File: src/source/mc_bridge_pkg.sv
package mc_bridge_pkg;

  //////////////////////////////////////////////////
  // sizes
  //////////////////////////////////////////////////
  localparam int ADDR_W          = 32;
  localparam int DATA_W          = 32;
  localparam int MASK_W          = DATA_W / 8;
  localparam int MAX_OUTSTANDING = 4;
  localparam int ID_W            = $clog2(MAX_OUTSTANDING);
  localparam int CMD_FIFO_DEPTH  = 2;
  localparam int CMD_PTR_W       = $clog2(CMD_FIFO_DEPTH);
  localparam int CMD_CNT_W       = $clog2(CMD_FIFO_DEPTH + 1);

  // mesh geometry
  localparam int CORD_W    = 4;
  localparam int MC_ADDR_W = 16;
  localparam int TILES_X   = 4;
  localparam int TILES_Y   = 4;
  localparam int X_SUB_W   = $clog2(TILES_X);

  // dram banks sit on the top and bottom rows, two per column
  localparam int NUM_BANKS     = 2 * TILES_X;
  localparam int BANK_W        = $clog2(NUM_BANKS);
  localparam int BLOCK_WORDS   = 4;
  localparam int WORD_OFF_W    = $clog2(BLOCK_WORDS);
  localparam int BANK_INDEX_W  = 6;
  localparam int DRAM_FLAG_BIT = 31;
  // address bits between the byte offset and the dram flag
  localparam int HASH_IN_W     = ADDR_W - 1 - 2 - WORD_OFF_W;

  //////////////////////////////////////////////////
  // opcodes
  //////////////////////////////////////////////////
  typedef enum logic {
    MSG_RD = 1'b0,
    MSG_WR = 1'b1
  } msg_type_e;

  typedef enum logic [1:0] {
    SIZE_1 = 2'b00,
    SIZE_2 = 2'b01,
    SIZE_4 = 2'b10
  } msg_size_e;

  typedef enum logic {
    OP_LOAD  = 1'b0,
    OP_STORE = 1'b1
  } mc_op_e;

  //////////////////////////////////////////////////
  // processor side messages
  //////////////////////////////////////////////////
  typedef struct packed {
    msg_type_e          msg_type;
    msg_size_e          size;
    logic [ADDR_W-1:0]  addr;
  } cmd_header_s;

  // commands and responses share this layout
  typedef struct packed {
    cmd_header_s        header;
    logic [DATA_W-1:0]  data;
  } cmd_msg_s;

  //////////////////////////////////////////////////
  // mesh side packets
  //////////////////////////////////////////////////
  typedef struct packed {
    logic       is_byte;
    logic       is_half;
    logic [1:0] part_sel;
  } load_info_s;

  typedef struct packed {
    mc_op_e               op;
    logic [CORD_W-1:0]    x;
    logic [CORD_W-1:0]    y;
    logic [MC_ADDR_W-1:0] addr;
    logic [ID_W-1:0]      reg_id;
    logic [MASK_W-1:0]    mask;
    // store data, or load_info_s in the low bits for loads
    logic [DATA_W-1:0]    payload;
    logic [CORD_W-1:0]    src_x;
    logic [CORD_W-1:0]    src_y;
  } mc_req_s;

  typedef struct packed {
    logic [ID_W-1:0]   reg_id;
    logic [DATA_W-1:0] data;
  } mc_ret_s;

endpackage
File: src/source/mc_bridge_top.sv
`timescale 1ns/1ps

module mc_bridge_top
  import mc_bridge_pkg::*;
(
  input  logic              clk_i,
  input  logic              arst_n_i,

  // processor commands
  input  cmd_msg_s          cmd_i,
  input  logic              cmd_valid_i,
  output logic              cmd_ready_o,

  // processor responses
  output cmd_msg_s          resp_o,
  output logic              resp_valid_o,
  input  logic              resp_ready_i,

  // mesh requests
  output mc_req_s           net_req_o,
  output logic              net_req_valid_o,
  input  logic              net_req_ready_i,

  // mesh returns
  input  mc_ret_s           net_ret_i,
  input  logic              net_ret_valid_i,
  output logic              net_ret_ready_o,

  input  logic [CORD_W-1:0] my_x_i,
  input  logic [CORD_W-1:0] my_y_i
);

  cmd_msg_s        head_cmd;
  logic            head_valid;
  logic            issue_ready;
  logic            issue;
  logic [ID_W-1:0] trans_id;
  logic            trans_id_valid;

  //////////////////////////////////////////////////
  // command queue
  //////////////////////////////////////////////////
  mc_bridge_cmd_fifo i_cmd_fifo (
    .clk_i        (clk_i),
    .arst_n_i     (arst_n_i),
    .push_data_i  (cmd_i),
    .push_valid_i (cmd_valid_i),
    .push_ready_o (cmd_ready_o),
    .pop_data_o   (head_cmd),
    .pop_valid_o  (head_valid),
    .pop_ready_i  (issue_ready)
  );

  // pop, id allocation and request all fire together
  assign issue_ready     = trans_id_valid & net_req_ready_i;
  assign issue           = head_valid & issue_ready;
  assign net_req_valid_o = issue;

  mc_bridge_packet_build i_packet_build (
    .cmd_i  (head_cmd),
    .id_i   (trans_id),
    .my_x_i (my_x_i),
    .my_y_i (my_y_i),
    .pkt_o  (net_req_o)
  );

  //////////////////////////////////////////////////
  // in-order response path
  //////////////////////////////////////////////////
  mc_bridge_reorder i_reorder (
    .clk_i        (clk_i),
    .arst_n_i     (arst_n_i),
    .alloc_i      (issue),
    .hdr_i        (head_cmd.header),
    .id_o         (trans_id),
    .id_valid_o   (trans_id_valid),
    .ret_i        (net_ret_i),
    .ret_valid_i  (net_ret_valid_i),
    .resp_o       (resp_o),
    .resp_valid_o (resp_valid_o),
    .resp_ready_i (resp_ready_i)
  );

  // every return already owns a reorder slot
  assign net_ret_ready_o = 1'b1;

endmodule

File: src/source/mc_bridge_reorder.sv
`timescale 1ns/1ps

module mc_bridge_reorder
  import mc_bridge_pkg::*;
(
  input  logic            clk_i,
  input  logic            arst_n_i,

  // id allocation on issue
  input  logic            alloc_i,
  input  cmd_header_s     hdr_i,
  output logic [ID_W-1:0] id_o,
  output logic            id_valid_o,

  // returns from the mesh, any order
  input  mc_ret_s         ret_i,
  input  logic            ret_valid_i,

  // responses to the processor, command order
  output cmd_msg_s        resp_o,
  output logic            resp_valid_o,
  input  logic            resp_ready_i
);

  cmd_header_s                hdr_mem  [MAX_OUTSTANDING];
  logic [DATA_W-1:0]          data_mem [MAX_OUTSTANDING];
  logic [MAX_OUTSTANDING-1:0] busy_r;
  logic [MAX_OUTSTANDING-1:0] filled_r;
  logic [ID_W-1:0]            alloc_ptr_r;
  logic [ID_W-1:0]            rel_ptr_r;
  logic                       do_alloc;
  logic                       do_release;
  cmd_header_s                rel_hdr;

  //////////////////////////////////////////////////
  // allocation side
  //////////////////////////////////////////////////
  assign id_o       = alloc_ptr_r;
  assign id_valid_o = ~busy_r[alloc_ptr_r];
  assign do_alloc   = alloc_i & id_valid_o;

  //////////////////////////////////////////////////
  // release side
  //////////////////////////////////////////////////
  assign rel_hdr       = hdr_mem[rel_ptr_r];
  assign resp_valid_o  = filled_r[rel_ptr_r];
  assign do_release    = resp_valid_o & resp_ready_i;
  assign resp_o.header = rel_hdr;
  // a store completion carries no data back
  assign resp_o.data   = (rel_hdr.msg_type == MSG_RD) ? data_mem[rel_ptr_r] : '0;

  // payload storage
  always_ff @(posedge clk_i)
  begin
    if (do_alloc)
    begin
      hdr_mem[alloc_ptr_r] <= hdr_i;
    end
    if (ret_valid_i)
    begin
      data_mem[ret_i.reg_id] <= ret_i.data;
    end
  end

  always_ff @(posedge clk_i or negedge arst_n_i)
  begin
    if (!arst_n_i)
    begin
      busy_r      <= '0;
      filled_r    <= '0;
      alloc_ptr_r <= '0;
      rel_ptr_r   <= '0;
    end
    else
    begin
      // released, allocated and returned entries are always distinct
      if (do_release)
      begin
        busy_r[rel_ptr_r]   <= 1'b0;
        filled_r[rel_ptr_r] <= 1'b0;
        rel_ptr_r           <= rel_ptr_r + 1'b1;
      end
      if (do_alloc)
      begin
        busy_r[alloc_ptr_r]   <= 1'b1;
        filled_r[alloc_ptr_r] <= 1'b0;
        alloc_ptr_r           <= alloc_ptr_r + 1'b1;
      end
      if (ret_valid_i)
      begin
        filled_r[ret_i.reg_id] <= 1'b1;
      end
    end
  end

endmodule

File: src/source/mc_bridge_packet_build.sv
`timescale 1ns/1ps

module mc_bridge_packet_build
  import mc_bridge_pkg::*;
(
  input  cmd_msg_s          cmd_i,
  input  logic [ID_W-1:0]   id_i,
  input  logic [CORD_W-1:0] my_x_i,
  input  logic [CORD_W-1:0] my_y_i,
  output mc_req_s           pkt_o
);

  logic [CORD_W-1:0]    dst_x;
  logic [CORD_W-1:0]    dst_y;
  logic [MC_ADDR_W-1:0] dst_addr;
  logic [1:0]           byte_off;
  logic [MASK_W-1:0]    store_mask;
  load_info_s           load_info;

  mc_bridge_addr_xlate i_addr_xlate (
    .addr_i    (cmd_i.header.addr),
    .x_o       (dst_x),
    .y_o       (dst_y),
    .mc_addr_o (dst_addr)
  );

  assign byte_off = cmd_i.header.addr[1:0];

  always_comb
  begin
    case (cmd_i.header.size)
      SIZE_1:  store_mask = MASK_W'(1) << byte_off;
      SIZE_2:  store_mask = MASK_W'(3) << byte_off;
      default: store_mask = '1 << byte_off;
    endcase
  end

  assign load_info.is_byte  = (cmd_i.header.size == SIZE_1);
  assign load_info.is_half  = (cmd_i.header.size == SIZE_2);
  assign load_info.part_sel = byte_off;

  always_comb
  begin
    pkt_o        = '0;
    pkt_o.x      = dst_x;
    pkt_o.y      = dst_y;
    pkt_o.addr   = dst_addr;
    pkt_o.reg_id = id_i;
    pkt_o.src_x  = my_x_i;
    pkt_o.src_y  = my_y_i;
    if (cmd_i.header.msg_type == MSG_WR)
    begin
      pkt_o.op      = OP_STORE;
      pkt_o.mask    = store_mask;
      pkt_o.payload = cmd_i.data;
    end
    else
    begin
      // loads carry no mask
      pkt_o.op      = OP_LOAD;
      pkt_o.payload = DATA_W'(load_info);
    end
  end

endmodule

File: src/source/mc_bridge_addr_xlate.sv
`timescale 1ns/1ps

module mc_bridge_addr_xlate
  import mc_bridge_pkg::*;
(
  input  logic [ADDR_W-1:0]    addr_i,
  output logic [CORD_W-1:0]    x_o,
  output logic [CORD_W-1:0]    y_o,
  output logic [MC_ADDR_W-1:0] mc_addr_o
);

  logic                     is_dram;
  logic [HASH_IN_W-1:0]     hash_in;
  logic [BANK_W-1:0]        bank;
  logic [BANK_INDEX_W-1:0]  bank_index;
  logic [WORD_OFF_W-1:0]    word_off;
  logic [CORD_W-1:0]        tile_x;
  logic [CORD_W-1:0]        tile_y;
  logic [MC_ADDR_W-1:0]     tile_addr;
  logic [CORD_W-1:0]        dram_x;
  logic [CORD_W-1:0]        dram_y;
  logic [MC_ADDR_W-1:0]     dram_addr;

  assign is_dram = addr_i[DRAM_FLAG_BIT];

  //////////////////////////////////////////////////
  // tile space
  //////////////////////////////////////////////////
  // word address at the bottom, then x, then y
  assign tile_addr = addr_i[2 +: MC_ADDR_W];
  assign tile_x    = addr_i[2 + MC_ADDR_W +: CORD_W];
  assign tile_y    = addr_i[2 + MC_ADDR_W + CORD_W +: CORD_W];

  //////////////////////////////////////////////////
  // dram space
  //////////////////////////////////////////////////
  // block-interleaved over the banks
  assign word_off   = addr_i[2 +: WORD_OFF_W];
  assign hash_in    = addr_i[2 + WORD_OFF_W +: HASH_IN_W];
  assign bank       = BANK_W'(hash_in % NUM_BANKS);
  assign bank_index = BANK_INDEX_W'(hash_in / NUM_BANKS);

  assign dram_x = CORD_W'(bank[X_SUB_W-1:0]);
  // upper half of the banks live just below the tile array
  assign dram_y = bank[BANK_W-1] ? CORD_W'(TILES_Y + 1) : '0;
  assign dram_addr = MC_ADDR_W'({bank_index, word_off});

  always_comb
  begin
    if (is_dram)
    begin
      x_o       = dram_x;
      y_o       = dram_y;
      mc_addr_o = dram_addr;
    end
    else
    begin
      x_o       = tile_x;
      y_o       = tile_y;
      mc_addr_o = tile_addr;
    end
  end

endmodule

File: src/source/mc_bridge_cmd_fifo.sv
`timescale 1ns/1ps

module mc_bridge_cmd_fifo
  import mc_bridge_pkg::*;
(
  input  logic     clk_i,
  input  logic     arst_n_i,

  input  cmd_msg_s push_data_i,
  input  logic     push_valid_i,
  output logic     push_ready_o,

  output cmd_msg_s pop_data_o,
  output logic     pop_valid_o,
  input  logic     pop_ready_i
);

  cmd_msg_s              mem [CMD_FIFO_DEPTH];
  logic [CMD_PTR_W-1:0]  wr_ptr_r;
  logic [CMD_PTR_W-1:0]  rd_ptr_r;
  logic [CMD_CNT_W-1:0]  count_r;
  logic                  push;
  logic                  pop;
  logic                  full;

  assign full         = (count_r == CMD_CNT_W'(CMD_FIFO_DEPTH));
  assign pop_valid_o  = (count_r != '0);
  // a pop frees a slot in the same cycle
  assign push_ready_o = ~full | pop_ready_i;
  assign push         = push_valid_i & push_ready_o;
  assign pop          = pop_valid_o & pop_ready_i;
  assign pop_data_o   = mem[rd_ptr_r];

  always_ff @(posedge clk_i)
  begin
    if (push)
    begin
      mem[wr_ptr_r] <= push_data_i;
    end
  end

  always_ff @(posedge clk_i or negedge arst_n_i)
  begin
    if (!arst_n_i)
    begin
      wr_ptr_r <= '0;
      rd_ptr_r <= '0;
      count_r  <= '0;
    end
    else
    begin
      if (push)
      begin
        wr_ptr_r <= (wr_ptr_r == CMD_PTR_W'(CMD_FIFO_DEPTH - 1)) ? '0 : wr_ptr_r + 1'b1;
      end
      if (pop)
      begin
        rd_ptr_r <= (rd_ptr_r == CMD_PTR_W'(CMD_FIFO_DEPTH - 1)) ? '0 : rd_ptr_r + 1'b1;
      end
      // count only moves when exactly one side fires
      if (push && !pop)
      begin
        count_r <= count_r + 1'b1;
      end
      else if (pop && !push)
      begin
        count_r <= count_r - 1'b1;
      end
    end
  end

endmodule

File: config.mk
export PLATFORM = sky130hd
export DESIGN_NAME = mc_bridge_top
export DESIGN_NICKNAME = d
export VERILOG_FILES = /design/src/source/mc_bridge_pkg.sv /design/src/source/mc_bridge_top.sv /design/src/source/mc_bridge_reorder.sv /design/src/source/mc_bridge_packet_build.sv /design/src/source/mc_bridge_addr_xlate.sv /design/src/source/mc_bridge_cmd_fifo.sv
export SDC_FILE = /design/constraint.sdc
export NUM_CORES = 1
export LEC_CHECK = 0
export BUFFER_PORTS_ARGS = -buffer_cell sky130_fd_sc_hd__buf_4
export CAP_MARGIN = 20
export CELL_PAD_IN_SITES_DETAIL_PLACEMENT = 0
export CELL_PAD_IN_SITES_GLOBAL_PLACEMENT = 1
export CORE_MARGIN = 4
export CORE_UTILIZATION = 52
export DETAILED_ROUTE_END_ITERATION = 6
export PLACE_DENSITY = 0.92
export SLEW_MARGIN = 25
export SYNTH_ARGS = -nofsm -noshare
export SYNTH_HDL_FRONTEND = slang
export SYNTH_SLANG_ARGS = --single-unit
File: constraint.sdc
create_clock -name clk_i -period 7.4 [get_ports clk_i]
set_input_delay 0 -clock clk_i [delete_from_list [all_inputs] [get_ports clk_i]]
set_output_delay 0 -clock clk_i [all_outputs]
set_load 0.01 [all_outputs]
==> summary.txt <==
Run status
  – Status: completed

Placed design
  – Detail Placement HPWL: 20900 um
  – Pre-CTS WS: 4.18 ns
  – Placed Cells: 1392
  – Port bufs: 239
  – Global placer's final weighted congestion: 0.830

Hold path
  – Hold Path Class: input pin to output port

Layout
  – Area grow syn2layout: 28.7%
  – Multi-input gate area: 3390 um^2
  – Nets@finish: 1270
  – Post-layout util: 67.8%
  – Filler instances: 1893
  – Share of cells above drive strength 1: 36.7%
  – Reg area: 12500 um^2
  – Final Non-Filler Cells: 1573
  – Antenna cells: 0

Floorplanning
  – Cell Rows: 64
  – Initial Utilization: 52.7%
  – CORE AREA: 30600 um^2
  – Die extent in x: 184 um
  – Die Ht: 184 um
  – Die ar.: 33900 um^2
  – I/O Pins: 257

Critical path
  – Worst path top cell family by delay: buffers and inverters
  – CP startpoint kind: register
  – Crit Path Category: register to output port
  – CP max-delay cell: mux2i_4
  – Slowest stage delay, CP: 0.75 ns
  – Critical path cell sequence: buf_4 > mux2i_4 > inv_1 > nor2_1 > nor2_1 > buf_4
  – Crit end category: output port
  – CP Buf/Inv Count: 3
  – Critical Path AT: 3.71 ns
  – Worst Path Max Fanout: 43
  – WP data required: 7.40 ns

Drt
  – Post-route DRC: 0
  – Vias per Instance: 5.49
  – Vias: 8628
  – DRT iter0 DRCs: 681
  – DR WL/cell: 22.3 um
  – Pre-Repair DR Iteration Count: 4
  – Routed WL: 35100 um
  – Post-route ant nets: 0

Global route
  – Antenna violations before repair: 1
  – Aggregate global routing overflow: 0
  – Pin count of the biggest net entering global routing: 68
  – First-pass GRT wire length: 53800 um
  – Total track usage: 20.8%
  – Number of global-route vias before repair: 9218

CTS
  – Clock transition at path regs: 0.06 ns
  – Clock latency on the worst-skew pair: 0.54 ns
  – Clock buffer depth: 3
  – CTS tree: built
  – Sink Count: 418
  – Root Buffer: clkbuf_16
  – H-tree levels: 2
  – Setup repair bufs after CTS: 0
  – Cts bufs inserted: 41

Timing
  – Tmin final: 3.71 ns
  – Slew margin rel.: 33.1%
  – RSZ-0062 raised after global routing: false
  – Worst Max-Slew Pin Slew: 1.00 ns
  – Final worst slack: 3.69 ns
  – Layout Skew: 0.0222 ns
  – Setup_tns: 0 ns
  – Setup-failing EPs final: 0
  – WHS: 0.00000443 ns
  – Hold Fails Final Rpt: 0
  – Max Slew Vio Count: 0
  – Maximum clock rate: 270 MHz
  – Period utilisation layout: 50.1%

Power
  – Pint: 5.77 mW
  – Lkg Pwr: 7.54 nW
  – Sw power: 2.61 mW
  – Switching portion of total power: 31.2%
  – P per Cell Area: 404 nW/um^2
  – Sequential share of power: 41.3%
  – Combinational cell fraction of total power: 33.9%
  – Clk pwr share: 24.8%
  – Worst IR drop on VDD: 296 uV

Synthesis
  – Register bit count reported by yosys: 418
  – Synth top area cells: edfxtp_1, mux4_2, dfrtp_1, mux2_2, mux2i_1
  – Compound-Gate Fraction of Synth Area: 1.28%
  – Multiplexer share of the synthesized area: 14.4%
  – Area leader, netlist: edfxtp_1
  – Syn Nets: 917
  – Largest family of logic cells by synthesized area: multiplexers
  – Library cells used by synthesis: 37
  – Top-area cell type share of the netlist area: 74.9%
  – Synth Area in Adders: 0.698%
  – Post-Synth Simple-Gate Area: 3.95%
  – Mapped Avg Cell Area: 20.3 um^2
  – XOR/XNOR share of the synthesized area: 0.272%
  – Post-Synthesis Cells: 793
  – Post-Syn Area: 16100 um^2
  – Sequential share of the synthesized area: 77.4%
  – Yosys synthesis warning count: 0

Job
  – Max-cap violations: 0
cells by family (layout without fill, tap and decap cells):
family                   count (synthesis)  after routing
AO/OA/AOI/OAI                           29             29
XOR/XNOR                                 5              5
adder cells (fa/ha/maj)                  9              9
buffers and inverters                   62            446
flip-flops                             418            418
multiplexers                           141            141
other                                    1              1
AND/OR/NAND/NOR                        128            128
metal layers:
metal / wire [um] / GRT usage [%] / up-vias
met1: 13700 / 26.8 / 4354
met2: 17300 / 34.6 / 383
li1: - / - / 3827
met5: 7 / 0 / -
met3: 3180 / 5.78 / 62
met4: 973 / 7.04 / 2
cell type report:
class	count	area share, %
Tap cell	396	2.39
Clock inverter	24	1.30
Timing Repair Buffer	358	14.4
Clock buffer	50	5.21
Multi-Input combinational cell	313	16.3
Sequential cell	418	60.1
Inverter	14	0.253
cell usage after synthesis, drive strengths merged:
library cell and n:
nor3 7, nor3b 1, a211oi 2, dfrtp 16, mux2 35, xnor2 2
mux4 69, mux2i 37, nor2 61, nor2b 32, a21oi 4, conb 1
and2 12, o21ai 5, inv 14, o21a 2, edfxtp 402, and3b 2
o21bai 1, nand3 5, a31oi 1, clkbuf 15, nand2b 1, ha 9
a21o 8, a222oi 1, o31a 4, and3 3, xor2 3, a31o 1
buf 33, nand2 4
power groups by stage:
| stage | clock, mW | sequential (mW) | combinational, mW |
|---|---|---|---|
| floorplan | 0 | 3.35 | 1.75 |
| global placement | 0 | 3.49 | 2.77 |
| detailed placement | 0 | 3.52 | 2.81 |
| CTS | 2.11 | 3.47 | 2.87 |
| global route | 2.22 | 3.52 | 3.08 |
| finish | 2.08 | 3.46 | 2.84 |
flip-flops by register name, summed over array words and instances (netlist names):
name	cells
i_reorder.filled_r	4
i_reorder.hdr_mem	140
i_reorder.rel_ptr_r	2
i_cmd_fifo.wr_ptr_r	1
i_cmd_fifo.count_r	2
i_cmd_fifo.mem	134
i_reorder.busy_r	4
i_cmd_fifo.rd_ptr_r	1
i_reorder.id_o	2
i_reorder.data_mem	128
cells in the final DEF, fill, tap and decap left out, types with 9 or more instances in the layout:
cell,n
mux2_2,35
ha_1,9
buf_4,250
nor2b_1,32
clkinv_2,9
mux4_2,69
inv_1,14
edfxtp_1,402
and2_1,12
mux2i_1,35
dlygate4sd3_1,106
dfrtp_1,13
clkbuf_16,42
nor2_1,58
per-stage QoR:
stage / total power [mW] / instance area, um^2
after floorplan: 5.10 / 16100
after global placement: 6.25 / 18300
after detailed placement: 6.33 / 18300
after CTS: 8.45 / 20700
after global routing: 8.81 / 20800
final: 8.38 / 20800
repair_timing:
action	CTS	global route
resized for setup	0	0
hold endpoints to repair	303	0
hold buffers	106	0
final timing paths:
kind	from	end	slack (ns)	depth (start not counted)
max in group asynchronous	arst_n_i	i_reorder.rel_ptr_r[0]$_DFFE_PN0N_	6.19	3
min reg2reg	i_reorder.busy_r[3]$_DFF_PN0_	i_reorder.busy_r[3]$_DFF_PN0_	0.52	1
min	my_y_i[1]	net_req_o[1]	0.000004	0
max reg2reg	i_cmd_fifo.rd_ptr_r$_DFFE_PN0N_	i_reorder.hdr_mem[1][31]$_DFFE_PP_	4.29	3
min in group asynchronous	arst_n_i	i_cmd_fifo.count_r[0]$_DFFE_PN0P_	0.63	3
max	i_cmd_fifo.rd_ptr_r$_DFFE_PN0N_	net_req_o[52]	3.69	6
Note: power is estimated with default switching activity, not from simulation.
